File: src/design/rp_analog_pkg.sv
/*
 * analog sample path package
 * converter widths, per-channel sample types, loop configuration and
 * the post-lock reset hold length shared by the ADC/DAC path
 */

package rp_analog_pkg;

  ////////////////////////////////////////////////////////////////////////////
  // widths and counts
  ////////////////////////////////////////////////////////////////////////////

  localparam int unsigned N_CH    = 2;           // analog channels, a and b
  localparam int unsigned ADC_DW  = 16;          // ADC sample width
  localparam int unsigned DAC_DW  = 14;          // DAC sample width
  localparam int unsigned SUM_DW  = DAC_DW + 1;  // mixer sum, one guard bit

  // sample path held in reset this many adc_clk cycles after lock
  localparam int unsigned RST_MAX = 64;
  localparam int unsigned RST_CW  = $clog2(RST_MAX + 1);  // 7 bits for 64

  ////////////////////////////////////////////////////////////////////////////
  // sample and pin types
  ////////////////////////////////////////////////////////////////////////////

  typedef logic signed [ADC_DW-1:0] adc_smp_t;   // acquire, two's complement
  typedef logic signed [DAC_DW-1:0] dac_smp_t;   // generate, two's complement
  typedef logic        [ADC_DW-1:0] adc_raw_t;   // ADC pins, neg-slope code
  typedef logic        [DAC_DW-1:0] dac_code_t;  // DAC pins, offset neg-slope

  // digital loop select
  // bit 0 feeds the DAC mix back as ADC data
  // bit 1 feeds ADC data straight to the DAC
  typedef struct packed {
    logic dac_loop;  // msb, digital_loop[1]
    logic adc_loop;  // lsb, digital_loop[0]
  } loop_cfg_t;

endpackage
File: src/design/rp_analog_top.sv
/*
 * analog sample path top
 * reset sequencer, ADC front end, DAC mixer and DAC encoder on adc_clk,
 * channel a and b ports packed into channel arrays
 */

`timescale 1ns/1ps

module rp_analog_top (
  input  logic                     adc_clk,         // sample clock
  input  logic                     arst_n_i,        // async reset, active low
  input  logic                     pll_locked_i,    // sampling PLL lock
  input  logic               [1:0] digital_loop_i,  // [0] adc loop, [1] dac loop
  // ADC pins
  input  rp_analog_pkg::adc_raw_t  adc_dat_a_i,
  input  rp_analog_pkg::adc_raw_t  adc_dat_b_i,
  // generator and controller samples
  input  rp_analog_pkg::dac_smp_t  asg_dat_a_i,
  input  rp_analog_pkg::dac_smp_t  asg_dat_b_i,
  input  rp_analog_pkg::dac_smp_t  pid_dat_a_i,
  input  rp_analog_pkg::dac_smp_t  pid_dat_b_i,
  // acquire samples
  output rp_analog_pkg::adc_smp_t  adc_dat_a_o,
  output rp_analog_pkg::adc_smp_t  adc_dat_b_o,
  // DAC pins
  output rp_analog_pkg::dac_code_t dac_dat_a_o,
  output rp_analog_pkg::dac_code_t dac_dat_b_o,
  output logic                     adc_rstn_o       // sample reset, active low
);

  import rp_analog_pkg::*;

  ////////////////////////////////////////////////////////////////////////////
  // channel arrays, index 0 is channel a
  ////////////////////////////////////////////////////////////////////////////

  logic                 smp_rstn;
  loop_cfg_t            loop_cfg;
  adc_raw_t  [N_CH-1:0] adc_raw;
  dac_smp_t  [N_CH-1:0] asg_dat;
  dac_smp_t  [N_CH-1:0] pid_dat;
  adc_smp_t  [N_CH-1:0] adc_dat;   // front end to encoder and out
  dac_smp_t  [N_CH-1:0] dac_sat;   // mixer to encoder and front end loop
  dac_code_t [N_CH-1:0] dac_code;

  assign loop_cfg = loop_cfg_t'(digital_loop_i);
  assign adc_raw  = {adc_dat_b_i, adc_dat_a_i};
  assign asg_dat  = {asg_dat_b_i, asg_dat_a_i};
  assign pid_dat  = {pid_dat_b_i, pid_dat_a_i};

  assign adc_dat_a_o = adc_dat[0];
  assign adc_dat_b_o = adc_dat[1];
  assign dac_dat_a_o = dac_code[0];
  assign dac_dat_b_o = dac_code[1];
  assign adc_rstn_o  = smp_rstn;

  ////////////////////////////////////////////////////////////////////////////
  // blocks
  ////////////////////////////////////////////////////////////////////////////

  rp_reset_seq rp_reset_seq_inst (
    .adc_clk      (adc_clk     ),
    .arst_n_i     (arst_n_i    ),
    .pll_locked_i (pll_locked_i),
    .smp_rstn_o   (smp_rstn    )
  );

  // ADC pins to adc_dat, 1 cycle
  rp_adc_frontend rp_adc_frontend_inst (
    .adc_clk    (adc_clk ),
    .arst_n_i   (arst_n_i),
    .smp_rstn_i (smp_rstn),
    .adc_raw_i  (adc_raw ),
    .loop_cfg_i (loop_cfg),
    .dac_sat_i  (dac_sat ),  // adc loop source
    .adc_dat_o  (adc_dat )
  );

  // asg + pid, saturated, 1 cycle
  rp_dac_mixer rp_dac_mixer_inst (
    .adc_clk    (adc_clk ),
    .arst_n_i   (arst_n_i),
    .smp_rstn_i (smp_rstn),
    .asg_dat_i  (asg_dat ),
    .pid_dat_i  (pid_dat ),
    .dac_sat_o  (dac_sat )
  );

  // mix or adc loop to DAC code, 1 cycle
  rp_dac_encoder rp_dac_encoder_inst (
    .adc_clk    (adc_clk ),
    .arst_n_i   (arst_n_i),
    .smp_rstn_i (smp_rstn),
    .loop_cfg_i (loop_cfg),
    .dac_sat_i  (dac_sat ),
    .adc_dat_i  (adc_dat ),  // dac loop source
    .dac_code_o (dac_code)
  );

endmodule

File: src/design/rp_dac_encoder.sv
/*
 * DAC encoder
 * converts the saturated two's complement value into the DAC offset
 * negative-slope code, or passes ADC data when the DAC loop is on
 */

`timescale 1ns/1ps

module rp_dac_encoder (
  input  logic                                            adc_clk,
  input  logic                                            arst_n_i,
  input  logic                                            smp_rstn_i,  // sync
  input  rp_analog_pkg::loop_cfg_t                        loop_cfg_i,
  input  rp_analog_pkg::dac_smp_t  [rp_analog_pkg::N_CH-1:0] dac_sat_i,
  input  rp_analog_pkg::adc_smp_t  [rp_analog_pkg::N_CH-1:0] adc_dat_i,
  output rp_analog_pkg::dac_code_t [rp_analog_pkg::N_CH-1:0] dac_code_o
);

  import rp_analog_pkg::*;

  dac_code_t [N_CH-1:0] code_nxt;

  ////////////////////////////////////////////////////////////////////////////
  // code conversion and loop select
  ////////////////////////////////////////////////////////////////////////////

  always_comb begin
    for (int ch = 0; ch < N_CH; ch++) begin
      if (loop_cfg_i.dac_loop) begin
        // adc sign, then the next DAC_DW-1 bits inverted
        // low ADC bits drop off
        code_nxt[ch] = {adc_dat_i[ch][ADC_DW-1],
                        ~adc_dat_i[ch][ADC_DW-2 -: DAC_DW-1]};
      end else begin
        code_nxt[ch] = {dac_sat_i[ch][DAC_DW-1],
                        ~dac_sat_i[ch][DAC_DW-2:0]};  // offset neg slope
      end
    end
  end

  // pin code register, 1 cycle
  always_ff @(posedge adc_clk or negedge arst_n_i) begin
    if (!arst_n_i)
      dac_code_o <= '0;
    else if (!smp_rstn_i)
      dac_code_o <= '0;  // 0 during the post-lock hold
    else
      dac_code_o <= code_nxt;
  end

endmodule

File: src/design/rp_dac_mixer.sv
/*
 * DAC mixer
 * adds the generator and controller samples per channel and saturates
 * the sum to the DAC width, registered
 */

`timescale 1ns/1ps

module rp_dac_mixer (
  input  logic                                           adc_clk,
  input  logic                                           arst_n_i,
  input  logic                                           smp_rstn_i,  // sync
  input  rp_analog_pkg::dac_smp_t [rp_analog_pkg::N_CH-1:0] asg_dat_i,  // generator
  input  rp_analog_pkg::dac_smp_t [rp_analog_pkg::N_CH-1:0] pid_dat_i,  // controller
  output rp_analog_pkg::dac_smp_t [rp_analog_pkg::N_CH-1:0] dac_sat_o
);

  import rp_analog_pkg::*;

  logic     [SUM_DW-1:0] dac_sum [N_CH];  // one guard bit above DAC_DW
  dac_smp_t [N_CH-1:0]   dac_nxt;         // clamped sum

  ////////////////////////////////////////////////////////////////////////////
  // sum and saturation
  ////////////////////////////////////////////////////////////////////////////

  always_comb begin
    for (int ch = 0; ch < N_CH; ch++) begin
      // sign-extend both operands by one bit
      dac_sum[ch] = {asg_dat_i[ch][DAC_DW-1], asg_dat_i[ch]}
                  + {pid_dat_i[ch][DAC_DW-1], pid_dat_i[ch]};

      // top two bits differ means overflow
      if (^dac_sum[ch][SUM_DW-1 -: 2]) begin
        // sign bit picks the limit, max positive or max negative
        dac_nxt[ch] = dac_smp_t'({dac_sum[ch][SUM_DW-1],
                                  {(DAC_DW-1){~dac_sum[ch][SUM_DW-1]}}});
      end else begin
        dac_nxt[ch] = dac_smp_t'(dac_sum[ch][DAC_DW-1:0]);  // fits, pass low bits
      end
    end
  end

  ////////////////////////////////////////////////////////////////////////////
  // output register
  ////////////////////////////////////////////////////////////////////////////

  always_ff @(posedge adc_clk or negedge arst_n_i) begin
    if (!arst_n_i)
      dac_sat_o <= '0;
    else if (!smp_rstn_i)
      dac_sat_o <= '0;
    else
      dac_sat_o <= dac_nxt;  // 1 cycle from asg/pid
  end

endmodule

File: src/design/rp_adc_frontend.sv
/*
 * ADC front end
 * converts the unsigned negative-slope ADC code into two's complement,
 * or takes the saturated DAC mix instead when the ADC loop is on
 */

`timescale 1ns/1ps

module rp_adc_frontend (
  input  logic                                            adc_clk,
  input  logic                                            arst_n_i,
  input  logic                                            smp_rstn_i,  // sync
  input  rp_analog_pkg::adc_raw_t  [rp_analog_pkg::N_CH-1:0] adc_raw_i,
  input  rp_analog_pkg::loop_cfg_t                        loop_cfg_i,
  input  rp_analog_pkg::dac_smp_t  [rp_analog_pkg::N_CH-1:0] dac_sat_i,
  output rp_analog_pkg::adc_smp_t  [rp_analog_pkg::N_CH-1:0] adc_dat_o
);

  import rp_analog_pkg::*;

  adc_smp_t [N_CH-1:0] adc_nxt;  // next sample per channel

  ////////////////////////////////////////////////////////////////////////////
  // code conversion and loop select
  ////////////////////////////////////////////////////////////////////////////

  always_comb begin
    for (int ch = 0; ch < N_CH; ch++) begin
      if (loop_cfg_i.adc_loop)
        adc_nxt[ch] = adc_smp_t'({2'b00, dac_sat_i[ch]});  // zero-extended mix
      else
        adc_nxt[ch] = adc_smp_t'({adc_raw_i[ch][ADC_DW-1],   // keep msb
                                  ~adc_raw_i[ch][ADC_DW-2:0]}); // neg slope
    end
  end

  // one cycle, raw or mix to adc_dat
  always_ff @(posedge adc_clk or negedge arst_n_i) begin
    if (!arst_n_i)
      adc_dat_o <= '0;
    else if (!smp_rstn_i)
      adc_dat_o <= '0;  // zero while the sample path is held
    else
      adc_dat_o <= adc_nxt;
  end

endmodule

File: src/design/rp_reset_seq.sv
/*
 * sample path reset sequencer
 * holds the active-low sample reset for RST_MAX cycles once the sampling
 * PLL reports lock, counted from the sampled lock rising edge
 */

`timescale 1ns/1ps

module rp_reset_seq (
  input  logic adc_clk,       // sample clock
  input  logic arst_n_i,      // async reset, active low
  input  logic pll_locked_i,  // PLL lock status
  output logic smp_rstn_o     // sample path reset, active low
);

  import rp_analog_pkg::*;

  logic              pll_locked_r;  // lock, one cycle late
  logic              lock_rise;     // first cycle with lock high
  logic [RST_CW-1:0] rst_cnt;       // 0 = idle, 1..RST_MAX = holding
  logic              rst_busy;

  assign lock_rise = pll_locked_i & ~pll_locked_r;
  assign rst_busy  = |rst_cnt;

  ////////////////////////////////////////////////////////////////////////////
  // lock edge and hold counter
  ////////////////////////////////////////////////////////////////////////////

  always_ff @(posedge adc_clk or negedge arst_n_i) begin
    if (!arst_n_i) begin
      pll_locked_r <= 1'b0;
      rst_cnt      <= '0;
    end else begin
      pll_locked_r <= pll_locked_i;
      if (lock_rise || rst_busy) begin
        if (rst_cnt < RST_CW'(RST_MAX))
          rst_cnt <= rst_cnt + 1'b1;  // still holding
        else
          rst_cnt <= '0;              // hold done, back to idle
      end else if (!pll_locked_i) begin
        rst_cnt <= '0;                // idle while unlocked
      end
    end
  end

  // registered reset, low for every nonzero count
  // loss of lock alone leaves it high
  always_ff @(posedge adc_clk or negedge arst_n_i) begin
    if (!arst_n_i)
      smp_rstn_o <= 1'b0;
    else
      smp_rstn_o <= ~rst_busy;
  end

endmodule

File: config.mk
export PLATFORM = sky130hd
export DESIGN_NAME = rp_analog_top
export DESIGN_NICKNAME = d
export VERILOG_FILES = /design/src/design/rp_analog_pkg.sv /design/src/design/rp_analog_top.sv /design/src/design/rp_dac_encoder.sv /design/src/design/rp_dac_mixer.sv /design/src/design/rp_adc_frontend.sv /design/src/design/rp_reset_seq.sv
export SDC_FILE = /design/constraint.sdc
export NUM_CORES = 1
export LEC_CHECK = 0
export ABC_CLOCK_PERIOD_IN_PS = 2200
export BUFFER_PORTS_ARGS = -buffer_cell sky130_fd_sc_hd__buf_2
export CAP_MARGIN = 20
export CORE_ASPECT_RATIO = 1.75
export CORE_MARGIN = 1
export CORE_UTILIZATION = 50
export CTS_BUF_LIST = sky130_fd_sc_hd__clkbuf_8
export CTS_CLUSTER_DIAMETER = 30
export DETAILED_ROUTE_END_ITERATION = 7
export PLACE_DENSITY_LB_ADDON = 0.05
export SYNTH_ARGS = -nofsm -noshare
export SYNTH_HDL_FRONTEND = slang
export SYNTH_SLANG_ARGS = --single-unit
export TNS_END_PERCENT = 30
File: constraint.sdc
create_clock -name adc_clk -period 2.2 [get_ports adc_clk]
set_input_delay 0 -clock adc_clk [delete_from_list [all_inputs] [get_ports adc_clk]]
set_output_delay 0 -clock adc_clk [all_outputs]
set_load 0.01 [all_outputs]
# Word-level counts from Yosys, hierarchy flattened
# Index checks and enable logic that the tools add are counted.
dict set report classes {
  n_reduce_logical 4
  n_mux 12
  eq_ne 1
  n_addsub 3
  bitwise 11
  n_lt_le_gt_ge 1
}
# operator n
set op_table {}
lappend op_table {{14-bit 2-to-1 mux} 4}
lappend op_table {{28-bit 2-to-1 mux} 2}
lappend op_table {{13-bit NOT} 4}
lappend op_table {{16-bit 2-to-1 mux} 2}
lappend op_table {{32-bit 2-to-1 mux} 1}
lappend op_table {{14-bit by 14-bit adder with 15-bit output} 2}
lappend op_table {{15-bit NOT} 2}
lappend op_table {{7-bit 2-to-1 mux} 3}
lappend op_table {{7-bit by 1-bit adder with 7-bit output (second input constant)} 1}
lappend op_table {{7-bit less-than comparator (second input constant)} 1}
lappend op_table {{7-bit OR reduction} 1}
lappend op_table {{1-bit NOT} 4}
lappend op_table {{2-bit XOR reduction} 2}
lappend op_table {{2-bit by 1-bit != test with 1-bit output (second input constant)} 1}
lappend op_table {{1-bit AND} 1}
lappend op_table {{1-bit logical OR} 1}
dict set report totals {
  regBits 97
  output_inout_bits 61
  inputBits 93
}

# Longest topological paths before layout
dict set report logic_depth {
  depth_word 4
  ltp_mapped 12
}

# By module
# A second synthesis with hierarchy kept.
dict set report hier_totals {
  hier_cells 561
  hier_area_um2 5634.2
}
# module instances cells_each area_each_um2
set modules_own_cells {}
lappend modules_own_cells {rp_dac_mixer 1 303 2562.5}
lappend modules_own_cells {rp_adc_frontend 1 132 1420.1}
lappend modules_own_cells {rp_dac_encoder 1 89 1214.9}
lappend modules_own_cells {rp_reset_seq 1 37 436.7}

# Least setup slack after synthesis
# OpenSTA, ideal clock, no wires.
dict set report synth_timing {
  path_kind {in2reg}
  start {input asg_dat_a_i[2]}
  end {register rp_dac_mixer_inst.dac_sat_o[9] (netlist name)}
  slack_ns -0.157
  t_arrival_ns 2.285
  stages 12
  path_buffers 1
  cell_sequence {ha_1 > o21a_1 > a21oi_1 > o21ai_1 > a41o_1 > o21ai_0 > a21oi_1 > xor2_1 > ha_1 > clkbuf_1 > nor2_1 > nor2_1}
}
dict set report synth_between {
  elab_chain_len 4
}
# item line_no
set synth_rtl {}
lappend synth_rtl {{from (decl)} rp_analog_top.sv:18} ;# input rp_analog_pkg::dac_smp_t asg_dat_a_i,
lappend synth_rtl {{14-bit by 14-bit adder with 15-bit output (*)} rp_dac_mixer.sv:31} ;# + {pid_dat_i[ch][DAC_DW-1], pid_dat_i[ch]};
lappend synth_rtl {{2-bit XOR reduction / 1-bit NOT (equally long branches)} {rp_dac_mixer.sv:34, rp_dac_mixer.sv:37}}
lappend synth_rtl {{14-bit 2-to-1 mux (*)} rp_dac_mixer.sv:34} ;# if (^dac_sum[ch][SUM_DW-1 -: 2]) begin
lappend synth_rtl {{28-bit 2-to-1 mux (*)} rp_dac_mixer.sv:51} ;# else if (!smp_rstn_i)
lappend synth_rtl {{to (signal assigned)} rp_dac_mixer.sv:54} ;# dac_sat_o <= dac_nxt;
lappend synth_rtl {{to (decl)} rp_dac_mixer.sv:15} ;# output rp_analog_pkg::dac_smp_t [rp_analog_pkg::N_CH-1:0] dac_sat_o
# Every way passes the cells marked *; elsewhere a longest branch is shown, timed or not.
# A chain may end at the register's enable or synchronous reset.

# Worst setup path in the final report
dict set report layout_timing {
  start {input asg_dat_a_i[1]}
  end {register rp_dac_mixer_inst.dac_sat_o[11] (netlist name)}
}
# The elaborated chain is that of the path after synthesis.

==> impl_metrics.yaml <==
status:
  status: "complete, no violations"
critical_path:
  path_class: "in -> reg"
  end_kind: "flop"
  cp_cell_sequence: "buf_2 -> ha_1 -> a211o_1 -> a21oi_1 -> o21ai_1 -> a41o_1 -> o21ai_2 -> a21oi_2 -> xor2_2 -> ha_4 -> nor2_1 -> a31o_2"
  crit_path_top_delay_cell: "ha_1"
  path_delay_family: "compound AO/OA/AOI/OAI gates"
  critical_path.startpoint_type: "input pin"
  endpoint: "rp_dac_mixer_inst.dac_sat_o[11]"
  max_stage_delay_ns: 0.32
  r2r-start: "rp_reset_seq_inst.rst_cnt[0]"
  worstReg2RegEnd: "rp_reset_seq_inst.rst_cnt[0]"
  worstPathMaxFanout: 4
  r2r_slack_ns: 0.20
  required_ns: 2.45
  worstRegToRegCells: 6
  cp-startpoint: "asg_dat_a_i[1]"
  worstPathArrival_ns: 2.30
  cp.depth: 12
  crit_buf_inv: 1
global_routing:
  grt_pass1_vias: 4728
  grt-ovfl-total: 0
  grt_use_total_pct: 24.4
  grt_pass1_wl_mm: 21.0
  antenna_found_initial: 0
  grt_max_degree: 56
yosys:
  synth_area_leader_cell: "dfrtp_1"
  synth-edff-count: 0
  netlist_area_um2: 5280
  synthMostInstantiatedCell: "nor2_1"
  ys_ff_latch: 97
  avgSynthCellArea_um2: 9.42
  synth_nets: 688
  yosysWarnings: 0
  synth_cell_types: 60
  synth_top_area_share_pct: 45.9
  synthArstFlopShare_pct: 100
  ys.flop_type: "dfrtp_1"
  synthCells: 561
  synth_common_cells: "nor2_1 (117), dfrtp_1 (97), a21oi_1 (56)"
  synth_area_leaders: "dfrtp_1 (46%), nor2_1 (8.3%), ha_1 (7.6%)"
  ys_seq_area_share_pct: 45.9
pwr:
  seq_power_share_pct: 43.9
  vdd_ir_drop_max_uv: 499
  combPwrFrac_pct: 36.0
  power_w: 0.00542
  leakage_nw: 3.68
  switchingPower_w: 0.00192
  power_frac_clock_pct: 20.1
  powerDensity_nw_per_um2: 763
  p_int_w: 0.00350
  switching_share_pct: 35.4
placed_design:
  hpwl_mm: 9.70
  io_buffers: 153
  gp_congestion: 0.811
  pre_cts_ws_ns: -0.335
clocking:
  cts_tree: "done"
  clkTransAtPathRegs_ns: 0.10
  cts_setup_buffers: 0
  clkSinkCount: 97
  cts_root_buf: "clkbuf_8"
  clockBufferDepth: 2
  cts_buffers: 9
  htreeDepth: 3
  insertion_delay_ns: 0.35
timing:
  drv_slew: 0
  setup_violations: 0
  setup_tns_ns: 0
  setup_ws_ns: 0.145
  period_minus_slack_ns: 2.06
  hold_violations: 0
  tightest_slew_ns: 0.676
  clock_skew_ns: 0.0123
  clock.fmax_mhz: 487
  final.period_utilization_pct: 93.4
  slew_headroom_pct: 54.9
  whs_ns: 0.149
floorplan:
  fp.dieW_um: 79.7
  die_area_um2: 11000
  fp-row-count: 49
  fp.coreArea_um2: 10300
  die_h_um: 138
  initial_core_util_pct: 51.3
  ios: 154
cells_and_area:
  syn2layout_area_growth_pct: 34.5
  diodes: 0
  drive_gt1_share_pct: 31.9
  finish.utilization_pct: 69.0
  final_nets: 915
hold_path:
  holdCritPathClass: "in -> reg"
drt:
  drc: 0
  vias: 4880
  routedWlPerCell_um: 14.1
  drtIter0Drc: 205
  wl_mm: 13.0
  viasPerCell: 5.30
  first_pass_iters: 4
  ant_nets: 0
flow_run:
  drv_cap: 0
==> cells by family after synthesis <==
group / count (synthesis) / share of synthesized area [%]
xor+xnor: 19 / 3.15
mux: 2 / 0.379
buf+inv: 42 / 3.51
simple gates: 216 / 19.0
fa+ha+maj: 34 / 8.34
compound gates: 151 / 19.7
flops: 97 / 45.9
==> metal layers <==
metal  share of wire [%]  up-vias  track usage (%)
li1                    -     2420                -
met1                  40     2268             28.8
met2                  53      166             43.6
met3                 4.2       26             3.42
met4                 2.6        0             10.4
met5                   0        -                0
==> timing repair <==
item / CTS / global route
gates resized for setup: 0 / 3
hold endpoints to repair: 87 / 0
endpoints found under the setup margin: 0 / 13
hold buffers: 35 / 0
==> worst register-to-register path, stage by stage (launching register included) <==
cell,delay [ns]
dfrtp_1,0.44
inv_1,0.07
ha_1,0.13
or4b_2,0.57
nor3_1,0.29
a21o_1,0.27
o21ai_0,0.11
==> power groups by stage <==
stage               combinational, W  clock [W]  sequential, W
finish                       0.00195    0.00109        0.00238
global route                 0.00219    0.00119        0.00243
CTS                          0.00196    0.00113        0.00238
detailed placement           0.00190          0        0.00242
global placement             0.00185          0        0.00241
floorplan                    0.00108          0        0.00249
==> flip-flops by register name, summed over array words and instances (netlist names) <==
signal	flops
rp_reset_seq_inst.rst_cnt	7
rp_adc_frontend_inst.adc_dat_o	32
rp_reset_seq_inst.pll_locked_r	1
rp_dac_mixer_inst.dac_sat_o	28
rp_reset_seq_inst.smp_rstn_o	1
rp_dac_encoder_inst.dac_code_o	28
==> placed cells by master, fill, tap and decap left out, types with 8 or more instances in the layout <==
cell type and instances:
buf_4 58, a211oi_1 31, dlygate4sd3_1 35, xor2_1 8
dfrtp_1 97, clkbuf_8 9, inv_1 11, buf_2 152
o21ai_0 13, a21oi_1 55, nor3_1 12, ha_1 30
nor2_1 116, nor2b_1 32, xnor2_1 10, nand2_1 21
==> final cells by class <==
type / count / area (um^2)
Fill cell: 831 / 3200
Multi-Input combinational cell: 422 / 2720
Sequential cell: 97 / 2430
Timing Repair Buffer: 246 / 1570
Tap cell: 127 / 159
Clock buffer: 9 / 124
Clock inverter: 7 / 61.3
Inverter: 12 / 45.0
==> per-stage QoR <==
| stage | cells | cell area, um^2 |
|---|---|---|
| 4_1_cts | 920 | 7090 |
| 2_1_floorplan | 561 | 5320 |
| 5_1_grt | 920 | 7100 |
| 3_5_place_dp | 869 | 6560 |
| 6_report | 920 | 7100 |
| 3_3_place_gp | 869 | 6560 |
==> how the worst min path moves through the flow <==
stage                                               endpoint  slack [ns]  depth (start not counted)            from
after global placement    rp_dac_encoder_inst.dac_code_o[15]        0.08                          1        arst_n_i
after global routing         rp_dac_mixer_inst.dac_sat_o[14]        0.14                          4  pid_dat_b_i[0]
after CTS                    rp_dac_mixer_inst.dac_sat_o[14]        0.12                          4  asg_dat_b_i[0]
after detailed placement  rp_dac_encoder_inst.dac_code_o[15]        0.09                          1        arst_n_i
after floorplan            rp_adc_frontend_inst.adc_dat_o[0]       -0.30                          0        arst_n_i
final                        rp_dac_mixer_inst.dac_sat_o[14]        0.15                          4  pid_dat_b_i[0]
(Power assumes the default switching activity.)
